$ cat src/logic/eeprom_pkg.sv
`default_nettype none

package eeprom_pkg;

    // serial bus timing, one SCL bit is four quarters
    localparam int QUARTER_CLKS = 4;
    localparam int QCNT_W = $clog2(QUARTER_CLKS);
    localparam logic [QCNT_W-1:0] QCNT_LAST = QCNT_W'(QUARTER_CLKS - 1);

    localparam int ADDR_W = 11;
    localparam logic [3:0] DEVICE_CODE = 4'b1010;   // 24Cxx family code

    typedef enum logic {
        OP_WRITE,
        OP_READ
    } eeprom_op_e;

    typedef struct packed {
        eeprom_op_e        op;
        logic [ADDR_W-1:0] addr;
        logic [7:0]        wdata;
    } eeprom_req_t;

    typedef struct packed {
        eeprom_op_e op;
        logic [7:0] rdata;
        logic       nack;
    } eeprom_rsp_t;

    typedef enum logic [1:0] {
        PHY_START,
        PHY_STOP,
        PHY_WRITE_BYTE,
        PHY_READ_BYTE
    } phy_kind_e;

    typedef struct packed {
        phy_kind_e  kind;
        logic [7:0] data;
        logic       ack_send;   // 1 drives ACK low on a read byte
    } phy_cmd_t;

    typedef struct packed {
        logic [7:0] data;
        logic       ack_seen;
    } phy_result_t;

    typedef enum logic [3:0] {
        IDLE,
        START,
        CTRL_WR,
        ADDR,
        DATA_WR,
        RESTART,
        CTRL_RD,
        DATA_RD,
        STOP,
        RESPOND
    } seq_state_e;

endpackage

`default_nettype wire

$ cat src/logic/serial_bit_engine.sv
`default_nettype none

module serial_bit_engine
    import eeprom_pkg::*;
(
    input  wire logic        CLK,
    input  wire logic        RESET,
    input  wire logic        cmd_valid,
    input  wire phy_cmd_t    cmd,
    output logic             cmd_ready,
    output logic             done_valid,
    output phy_result_t      done,
    output logic             scl,
    output logic             sda_low,
    input  wire logic        sda_in
);

    typedef enum logic [1:0] {
        ENG_IDLE,
        ENG_PREP,
        ENG_RUN
    } eng_state_e;

    eng_state_e        state;
    phy_kind_e         kind;
    logic              ack_send;
    logic [7:0]        shreg;
    logic [QCNT_W-1:0] qcnt;
    logic [1:0]        qidx;
    logic [3:0]        bitcnt;
    logic [3:0]        last_bit;
    logic              rx_bit;
    logic              scl_lvl;
    logic              sda_lvl;
    logic              bit_end;

    assign cmd_ready = (state == ENG_IDLE);

    // start and stop are a single bit slot, bytes carry the ack as ninth bit
    assign last_bit = (kind == PHY_START || kind == PHY_STOP) ? 4'd0 : 4'd8;
    assign bit_end  = (qcnt == QCNT_LAST) && (qidx == 2'd3);

    // line levels wanted for the current quarter
    always_comb
    begin
        scl_lvl = scl;
        sda_lvl = sda_low;
        case (kind)
            PHY_START:
            begin
                // q0 hold scl, release sda; q2 sda falls with scl high
                scl_lvl = (qidx == 2'd0) ? scl : (qidx != 2'd3);
                sda_lvl = qidx[1];
            end
            PHY_STOP:
            begin
                scl_lvl = (qidx != 2'd0);
                sda_lvl = (qidx != 2'd3);    // sda rises last, scl high
            end
            PHY_WRITE_BYTE:
            begin
                scl_lvl = qidx[0] ^ qidx[1];
                sda_lvl = (bitcnt == 4'd8) ? 1'b0 : ~shreg[7];  // let go for slave ack
            end
            PHY_READ_BYTE:
            begin
                scl_lvl = qidx[0] ^ qidx[1];
                sda_lvl = (bitcnt == 4'd8) ? ack_send : 1'b0;
            end
            default:
            begin
                scl_lvl = scl;
                sda_lvl = sda_low;
            end
        endcase
    end

    always_ff @(posedge CLK)
    begin
        if (RESET)
        begin
            state      <= ENG_IDLE;
            qcnt       <= '0;
            qidx       <= 2'd0;
            bitcnt     <= 4'd0;
            scl        <= 1'b1;         // bus released
            sda_low    <= 1'b0;
            done_valid <= 1'b0;
        end
        else
        begin
            done_valid <= 1'b0;
            case (state)
                ENG_IDLE:
                begin
                    if (cmd_valid)
                    begin
                        state <= ENG_PREP;
                    end
                end
                ENG_PREP:
                begin
                    state  <= ENG_RUN;
                    qcnt   <= '0;
                    qidx   <= 2'd0;
                    bitcnt <= 4'd0;
                end
                ENG_RUN:
                begin
                    scl     <= scl_lvl;
                    sda_low <= sda_lvl;
                    if (qcnt == QCNT_LAST)
                    begin
                        qcnt <= '0;
                        qidx <= qidx + 2'd1;
                    end
                    else
                    begin
                        qcnt <= qcnt + 1'b1;
                    end
                    if (bit_end)
                    begin
                        if (bitcnt == last_bit)
                        begin
                            state      <= ENG_IDLE;
                            done_valid <= 1'b1;
                        end
                        else
                        begin
                            bitcnt <= bitcnt + 4'd1;
                        end
                    end
                end
                default:
                begin
                    state <= ENG_IDLE;
                end
            endcase
        end
    end

    // command capture, shifter and sampling
    always_ff @(posedge CLK)
    begin
        if (state == ENG_IDLE && cmd_valid)
        begin
            kind     <= cmd.kind;
            shreg    <= cmd.data;
            ack_send <= cmd.ack_send;
        end
        if (state == ENG_RUN)
        begin
            if (qidx == 2'd2 && qcnt == '0)
            begin
                rx_bit <= sda_in;       // middle of scl high
            end
            if (bit_end && bitcnt != last_bit)
            begin
                shreg <= {shreg[6:0], rx_bit};
            end
            if (bit_end && bitcnt == last_bit)
            begin
                done.data     <= shreg;
                done.ack_seen <= ~rx_bit;
            end
        end
    end

endmodule

`default_nettype wire

$ cat src/logic/eeprom_sequencer.sv
`default_nettype none

module eeprom_sequencer
    import eeprom_pkg::*;
(
    input  wire logic        CLK,
    input  wire logic        RESET,
    input  wire logic        req_valid,
    output logic             req_ready,
    input  wire eeprom_req_t req,
    output logic             rsp_valid,
    input  wire logic        rsp_ready,
    output eeprom_rsp_t      rsp,
    output logic             cmd_valid,
    input  wire logic        cmd_ready,
    output phy_cmd_t         cmd,
    input  wire logic        done_valid,
    input  wire phy_result_t done
);

    seq_state_e  state;
    eeprom_req_t req_q;
    logic        issued;        // command handed to engine, waiting for done
    logic        nack_q;
    logic [7:0]  rdata_q;
    logic        cmd_state;

    assign cmd_state = (state != IDLE) && (state != RESPOND);
    assign cmd_valid = cmd_state && !issued;
    assign rsp_valid = (state == RESPOND);

    assign rsp.op    = req_q.op;
    assign rsp.rdata = rdata_q;
    assign rsp.nack  = nack_q;

    // engine command for the current step
    always_comb
    begin
        cmd.kind     = PHY_START;
        cmd.data     = 8'h00;
        cmd.ack_send = 1'b0;
        case (state)
            CTRL_WR:
            begin
                cmd.kind = PHY_WRITE_BYTE;
                cmd.data = {DEVICE_CODE, req_q.addr[ADDR_W-1:8], 1'b0};
            end
            ADDR:
            begin
                cmd.kind = PHY_WRITE_BYTE;
                cmd.data = req_q.addr[7:0];
            end
            DATA_WR:
            begin
                cmd.kind = PHY_WRITE_BYTE;
                cmd.data = req_q.wdata;
            end
            CTRL_RD:
            begin
                cmd.kind = PHY_WRITE_BYTE;
                cmd.data = {DEVICE_CODE, req_q.addr[ADDR_W-1:8], 1'b1};
            end
            DATA_RD:
            begin
                cmd.kind     = PHY_READ_BYTE;
                cmd.ack_send = 1'b0;    // single byte, end with NACK
            end
            STOP:
            begin
                cmd.kind = PHY_STOP;
            end
            default:
            begin
                cmd.kind = PHY_START;
            end
        endcase
    end

    always_ff @(posedge CLK)
    begin
        if (RESET)
        begin
            state     <= IDLE;
            issued    <= 1'b0;
            req_ready <= 1'b0;
            nack_q    <= 1'b0;
        end
        else
        begin
            if (cmd_valid && cmd_ready)
            begin
                issued <= 1'b1;
            end
            if (done_valid)
            begin
                issued <= 1'b0;
            end
            case (state)
                IDLE:
                begin
                    if (req_valid && req_ready)
                    begin
                        req_ready <= 1'b0;
                        nack_q    <= 1'b0;
                        state     <= START;
                    end
                    else
                    begin
                        req_ready <= 1'b1;
                    end
                end
                START:
                begin
                    if (done_valid)
                    begin
                        state <= CTRL_WR;
                    end
                end
                CTRL_WR, ADDR, DATA_WR, CTRL_RD:
                begin
                    if (done_valid)
                    begin
                        if (!done.ack_seen)
                        begin
                            nack_q <= 1'b1;     // slave refused, wrap up
                            state  <= STOP;
                        end
                        else if (state == CTRL_WR)
                        begin
                            state <= ADDR;
                        end
                        else if (state == ADDR)
                        begin
                            state <= (req_q.op == OP_READ) ? RESTART : DATA_WR;
                        end
                        else if (state == CTRL_RD)
                        begin
                            state <= DATA_RD;
                        end
                        else
                        begin
                            state <= STOP;
                        end
                    end
                end
                RESTART:
                begin
                    if (done_valid)
                    begin
                        state <= CTRL_RD;
                    end
                end
                DATA_RD:
                begin
                    if (done_valid)
                    begin
                        state <= STOP;
                    end
                end
                STOP:
                begin
                    if (done_valid)
                    begin
                        state <= RESPOND;
                    end
                end
                RESPOND:
                begin
                    if (rsp_ready)
                    begin
                        state     <= IDLE;
                        req_ready <= 1'b1;
                    end
                end
                default:
                begin
                    state <= IDLE;
                end
            endcase
        end
    end

    always_ff @(posedge CLK)
    begin
        if (state == IDLE && req_valid && req_ready)
        begin
            req_q   <= req;
            rdata_q <= 8'h00;   // stays zero unless a byte is read
        end
        if (state == DATA_RD && done_valid)
        begin
            rdata_q <= done.data;
        end
    end

endmodule

`default_nettype wire

$ cat src/logic/eeprom_master_top.sv
`default_nettype none

module eeprom_master_top
    import eeprom_pkg::*;
(
    input  wire logic        CLK,
    input  wire logic        RESET,
    input  wire logic        req_valid,
    output logic             req_ready,
    input  wire eeprom_req_t req,
    output logic             rsp_valid,
    input  wire logic        rsp_ready,
    output eeprom_rsp_t      rsp,
    output logic             scl,
    output logic             sda_low,
    input  wire logic        sda_in
);

    logic        cmd_valid;
    logic        cmd_ready;
    phy_cmd_t    cmd;
    logic        done_valid;
    phy_result_t done;

    // transaction level
    eeprom_sequencer i_eeprom_sequencer (
        .CLK        (CLK),
        .RESET      (RESET),
        .req_valid  (req_valid),
        .req_ready  (req_ready),
        .req        (req),
        .rsp_valid  (rsp_valid),
        .rsp_ready  (rsp_ready),
        .rsp        (rsp),
        .cmd_valid  (cmd_valid),
        .cmd_ready  (cmd_ready),
        .cmd        (cmd),
        .done_valid (done_valid),
        .done       (done)
    );

    // bus level, drives the pins
    serial_bit_engine i_serial_bit_engine (
        .CLK        (CLK),
        .RESET      (RESET),
        .cmd_valid  (cmd_valid),
        .cmd        (cmd),
        .cmd_ready  (cmd_ready),
        .done_valid (done_valid),
        .done       (done),
        .scl        (scl),
        .sda_low    (sda_low),
        .sda_in     (sda_in)
    );

endmodule

`default_nettype wire

$ cat config.mk
export PLATFORM = sky130hd
export DESIGN_NAME = eeprom_master_top
export DESIGN_NICKNAME = d
export VERILOG_FILES = /design/src/logic/eeprom_pkg.sv /design/src/logic/serial_bit_engine.sv /design/src/logic/eeprom_sequencer.sv /design/src/logic/eeprom_master_top.sv
export SDC_FILE = /design/constraint.sdc
export NUM_CORES = 1
export LEC_CHECK = 0
export ABC_AREA = 1
export CORE_ASPECT_RATIO = 1.2
export CORE_MARGIN = 2
export CORE_UTILIZATION = 27
export CTS_CLUSTER_DIAMETER = 80
export CTS_CLUSTER_SIZE = 14
export DETAILED_ROUTE_END_ITERATION = 7
export DONT_BUFFER_PORTS = 1
export PLACE_DENSITY_LB_ADDON = 0.12
export SLEW_MARGIN = 30
export SYNTH_ARGS = -nofsm -noshare
export SYNTH_HDL_FRONTEND = slang
export SYNTH_SLANG_ARGS = --single-unit
export TNS_END_PERCENT = 10
$ cat constraint.sdc
create_clock -name CLK -period 2.2 [get_ports CLK]
set_input_delay 0.11 -clock CLK [delete_from_list [all_inputs] [get_ports CLK]]
set_output_delay 0.11 -clock CLK [all_outputs]
set_load 0.05 [all_outputs]
## Word-level counts from Yosys, hierarchy flattened

Index checks and enable logic that the tools add are counted.
W data, S select, Z words.

- Register bits: 68
- Input port bits: 25
- Logic and storage cells: 145

- $add $sub $neg: 3
- Eq/ne operators: 36
- Multiplexer cells: 44
- Bitwise gates (word level): 5
- Reductions and logical operators: 37

Operators by type and width:

| kind | number |
|---|---|
| $mux W4 | 14 |
| $mux W8 | 5 |
| $pmux W8 S4 | 1 |
| $pmux W4 S7 | 1 |
| $ne A2 B1 Y1 const B | 11 |
| $eq A4 B3 Y1 const B | 4 |
| $eq A2 B2 Y1 const B | 6 |
| $eq A4 B4 Y1 const B | 3 |
| $pmux W2 S3 | 2 |
| $logic_and A1 B1 Y1 | 11 |
| $mux W2 | 5 |
| $reduce_and A2 Y1 | 5 |
| $reduce_bool A2 Y1 | 5 |
| $mux W1 | 9 |
| $eq A4 B2 Y1 const B | 2 |
| $logic_not A2 Y1 | 4 |
| $ne A2 B2 Y1 const B | 4 |
| $pmux W2 S2 | 2 |
| $pmux W4 S2 | 1 |
| $reduce_and A7 Y1 | 1 |
| $reduce_and A3 Y1 | 2 |
| $add A2 B1 Y2 const B | 2 |
| $add A4 B1 Y4 const B | 1 |
| $eq A2 B1 Y1 const B | 2 |
| other kinds (17) | 22 |

## Logic depth before layout (Yosys ltp)

- Depth after elaboration: 7
- Mapped depth: 10
- Gate-level depth less buffers: 9

## Hierarchy

From an unflattened synthesis, not the netlist that was laid out.

- Cell total of the unflattened synthesis: 333
- Area total of the unflattened synthesis: 3196.8 µm²

Modules (own cells, without submodules):

| module | instances | cells each | area each (µm²) | sequential area each (µm²) |
|---|---|---|---|---|
| serial_bit_engine | 1 | 176 | 1602.8 | 810.8 |
| eeprom_sequencer | 1 | 157 | 1594.0 | 980.9 |

## Worst setup path before layout

OpenSTA, ideal clock, no wires.

- Kind: flip-flop to flip-flop
- Start point: register i_eeprom_sequencer.req_ready
- End point: register i_eeprom_sequencer.rdata_q[0] (enable)
- Data arrival time: 2.198 ns
- Data required time: 1.871 ns
- Slack: -0.328 ns
- Cell stages (with the launch flop): 5
- Buffers on the path: 0
- Path through: dfxtp_1 > nand2_1 > nor2_1 > inv_1 > nand2_1

- Cells in the longest elaborated chain, start to end: 2

Ends and longest elaborated chain:

| item | line | text |
|---|---|---|
| from (decl) | eeprom_sequencer.sv:9 | `output logic req_ready,` |
| from (signal assigned) | eeprom_sequencer.sv:85 | `req_ready <= 1'b0;` |
| from (signal assigned) | eeprom_sequencer.sv:103 | `req_ready <= 1'b0;` |
| from (signal assigned) | eeprom_sequencer.sv:109 | `req_ready <= 1'b1;` |
| $logic_and A1 B1 Y1 | eeprom_sequencer.sv:185 | `if (state == IDLE && req_valid && req_ready)` |
| $reduce_bool A2 Y1 (no source line) | -- |  |
| to (signal assigned) | eeprom_sequencer.sv:192 | `rdata_q <= done.data;` |
| to (decl) | eeprom_sequencer.sv:25 | `logic [7:0] rdata_q;` |

No other way between the ends.
A chain may end at the register's enable or synchronous reset.

## Final worst setup path

- Start point: register i_eeprom_sequencer.state[3]
- End point: output port rsp_valid

- Cells in the longest elaborated chain, start to end: 1

Ends and longest elaborated chain:

| item | line | text |
|---|---|---|
| from (decl) | eeprom_sequencer.sv:21 | `seq_state_e state;` |
| from (signal assigned) | eeprom_sequencer.sv:134 | `state <= (req_q.op == OP_READ) ? RESTART : DATA_WR;` |
| $eq A4 B4 Y1 | eeprom_sequencer.sv:30 | `assign rsp_valid = (state == RESPOND);` |
| to (decl) | eeprom_master_top.sv:11 | `output logic rsp_valid,` |

No other way between the ends.

==> metrics.md <==
| Metric | Value |
|---|---|
| Yosys cell types | 28 |
| Highest clock rate | 603 MHz |
| Max transition margin | 45.0% |
| Largest net degree at the start of global routing | 22 |
| ANT cells | 0 |
| GRT Residual Overflow | 0 |
| Most common cell in the netlist | nand2_1 |
| Leakage | 1.54 nW |
| IO Port Bufs | 0 |
| Clk root buf | clkbuf_16 |
| Die W | 103 um |
| Setup TNS | 0 ns |
| Placed Cells | 492 |
| Final ANT Viol Nets | 0 |
| Mapped cell area | 0.00315 mm2 |
| Worst-Margin Slew | 0.823 ns |
| Clock-pin transition on the worst setup and hold timing paths | 0.05 ns |
| Via-per-instance ratio | 4.19 |
| Max IR drop VDD | 0.000374 V |
| Area share of the largest cell type after synthesis | 38.2% |
| CTS resizes | 0 |
| Final number of max-transition violations | 0 |
| WL final | 6610 um |
| Hpwl dp | 4850 um |
| Area grow syn2layout | 21.9% |
| Site row count | 43 |
| Layout cells sized above 1 | 14.7% |
| Worst Path Arrival | 1.55 ns |
| YS warnings | 0 |
| Total GRT Usage | 11.8% |
| EDFF count, synth | 40 |
| Starting Density | 27.5% |
| Cell Pwr Density | 1110 mW/mm2 |
| Num ports | 39 |
| Die Y | 122 um |
| Setup CP Type | flop to output pin |
| Main synth FF type | edfxtp_1 |
| Cell taking the most area after synthesis | edfxtp_1 |
| Critical Path RT | 2.09 ns |
| Clk sinks | 68 |
| Average footprint of a synthesized cell | 9.34 um2 |
| CTS tree | yes |
| Part of the Yosys area used for sequential elements | 56.0% |
| Total CTS buffers | 9 |
| Wire length of the first global-routing pass | 10,800 um |
| Final net count | 404 |
| Mapped Nets | 373 |
| Non-Filler Instances | 530 |
| Final Hold Vio Count | 0 |
| Core Region | 0.0115 mm2 |
| Vias in the first global route | 2,167 |
| Vias | 2,221 |
| DR iter-0 viols | 95 |
| Remaining DRCs | 0 |
| CTS Hold Buffers Added | 22 |
| Ranking of synthesized cells by instance count | nand2_1, edfxtp_1, nor2_1 |
| Setup bufs post-CTS | 0 |
| Area of the multi-input gates | 0.00115 mm2 |
| Outcome | complete, no violations |
| Fillers | 1,183 |
| Crit end category | output pin |
| Setup crit start kind | flop |
| Async set or reset register ratio after synthesis | 0% |
| Layout Skew | 0.00821 ns |
| Fin crit share | 75.3% |
| Synth Instances | 337 |
| DIE AREA | 0.0125 mm2 |
| CTS Buffer Depth | 2 |
| Initial antenna violation count | 0 |
| Critical path peak fanout | 4 |
| Setup violators final | 0 |
| Register Area | 0.00176 mm2 |
| Hold Crit Class | input pin to flop |
| Yosys reg bits | 68 |
| Unrepaired setup endpoints after global routing | false |
| Routed len/inst | 12.5 um |
| Tmin final | 1.66 ns |
| Dominant cells by area after synthesis | edfxtp_1, dfxtp_1, nand2_1, nor2_1, ha_1 |
| # H-tree levels | 3 |
| Max Cap Viol | 0 |
| Worst skew pair latency | 0.34 ns |
| Drt first pass iters | 4 |
| Routability cong. | 0.785 |
[placed cells by master (no fill, tap or decap), types with 3 or more instances in the layout]
cell | netlist | routed
dfxtp_1 | 28 | 28
a21oi_1 | 16 | 16
a31oi_1 | 6 | 6
o21ai_0 | 7 | 7
buf_4 | 2 | 7
nor3_1 | 3 | 3
dlygate4sd3_1 | 0 | 22
a21oi_2 | 5 | 5
nand2_2 | 6 | 6
edfxtp_1 | 40 | 40
nand2_1 | 74 | 74
nand4_1 | 4 | 4
clkbuf_16 | 0 | 10
nor2_2 | 6 | 7
inv_1 | 36 | 36
inv_2 | 8 | 8
nand3_2 | 3 | 3
ha_1 | 11 | 11
nor2_1 | 38 | 37
o211ai_1 | 4 | 4
nand3_1 | 25 | 25
[sequential cells by signal, summed over array words and instances (netlist names), 2 cells and up]
register	count
i_serial_bit_engine.qidx	2
i_serial_bit_engine.done	9
i_serial_bit_engine.bitcnt	4
i_serial_bit_engine.kind	2
i_serial_bit_engine.state	2
i_serial_bit_engine.shreg	8
i_serial_bit_engine.qcnt	2
i_eeprom_sequencer.rdata_q	8
i_eeprom_sequencer.state	4
i_eeprom_sequencer.req_q	19
[cell type report]
type / count / area share (%)
well taps: 157 / 5.12
multi-input cells: 216 / 30.0
clock buffers: 11 / 6.62
inverters: 44 / 4.31
clock inverters: 5 / 0.913
flip-flops and latches: 68 / 45.9
repair buffers: 29 / 7.11
[worst max-delay path, stage by stage, from the launching register on]
cell,delay (ns)
dfxtp_1,0.43
inv_2,0.10
nor2_2,0.19
nand2_2,0.14
inv_1,0.35
[report_power, final]
part | internal [mW] | total (mW) | leakage (nW) | switching, mW
Combinational | 0.349 | 1.03 | 0.801 | 0.681
Clock | 0.831 | 1.38 | 0.141 | 0.546
Sequential | 1.62 | 1.86 | 0.598 | 0.244
Total | 2.80 | 4.27 | 1.54 | 1.47
[metal layers]
| layer | wire (um) | GRT usage, % |
|---|---|---|
| met2 | 3160 | 18.7 |
| met4 | 159 | 7.00 |
| met3 | 254 | 2.90 |
| met1 | 3040 | 14.4 |
| met5 | 0 | 0 |
[cell families after synthesis]
kind of cell / Yosys count / synth area share (%)
and+or+nand+nor: 163 / 23.9
DFF: 68 / 56.0
buffers and inverters: 53 / 7.55
AOI/OAI and AO/OA: 40 / 7.67
adders and majority gates: 11 / 4.37
xor gates and xnor gates: 2 / 0.557
[through the flow]
stage | total power, mW | hold slack (ns) | utilization (%) | setup slack, ns | area, um2
2_1_floorplan | 2.66 | 0.209 | - | 0.0218 | 3150
3_3_place_gp | 2.91 | 0.178 | 29.0 | 0.609 | 3330
3_5_place_dp | 2.90 | 0.178 | 29.0 | 0.562 | 3330
4_1_cts | 4.33 | 0.201 | 33.5 | 0.508 | 3840
5_1_grt | 4.52 | 0.232 | 33.5 | 0.381 | 3840
6_report | 4.27 | 0.180 | 33.5 | 0.543 | 3840
[final timing paths]
| kind | from | end | slack, ns | cells past startpoint |
|---|---|---|---|---|
| max reg2reg | i_eeprom_sequencer.state[1] | i_eeprom_sequencer.rdata_q[1] | 0.59 | 6 |
| min | rsp_ready | i_eeprom_sequencer.req_ready | 0.18 | 4 |
| min reg2reg | i_serial_bit_engine.shreg[1] | i_serial_bit_engine.done[2] | 0.47 | 0 |
| max | i_eeprom_sequencer.state[3] | rsp_valid | 0.54 | 4 |
Note: power is estimated with default switching activity, not from simulation.
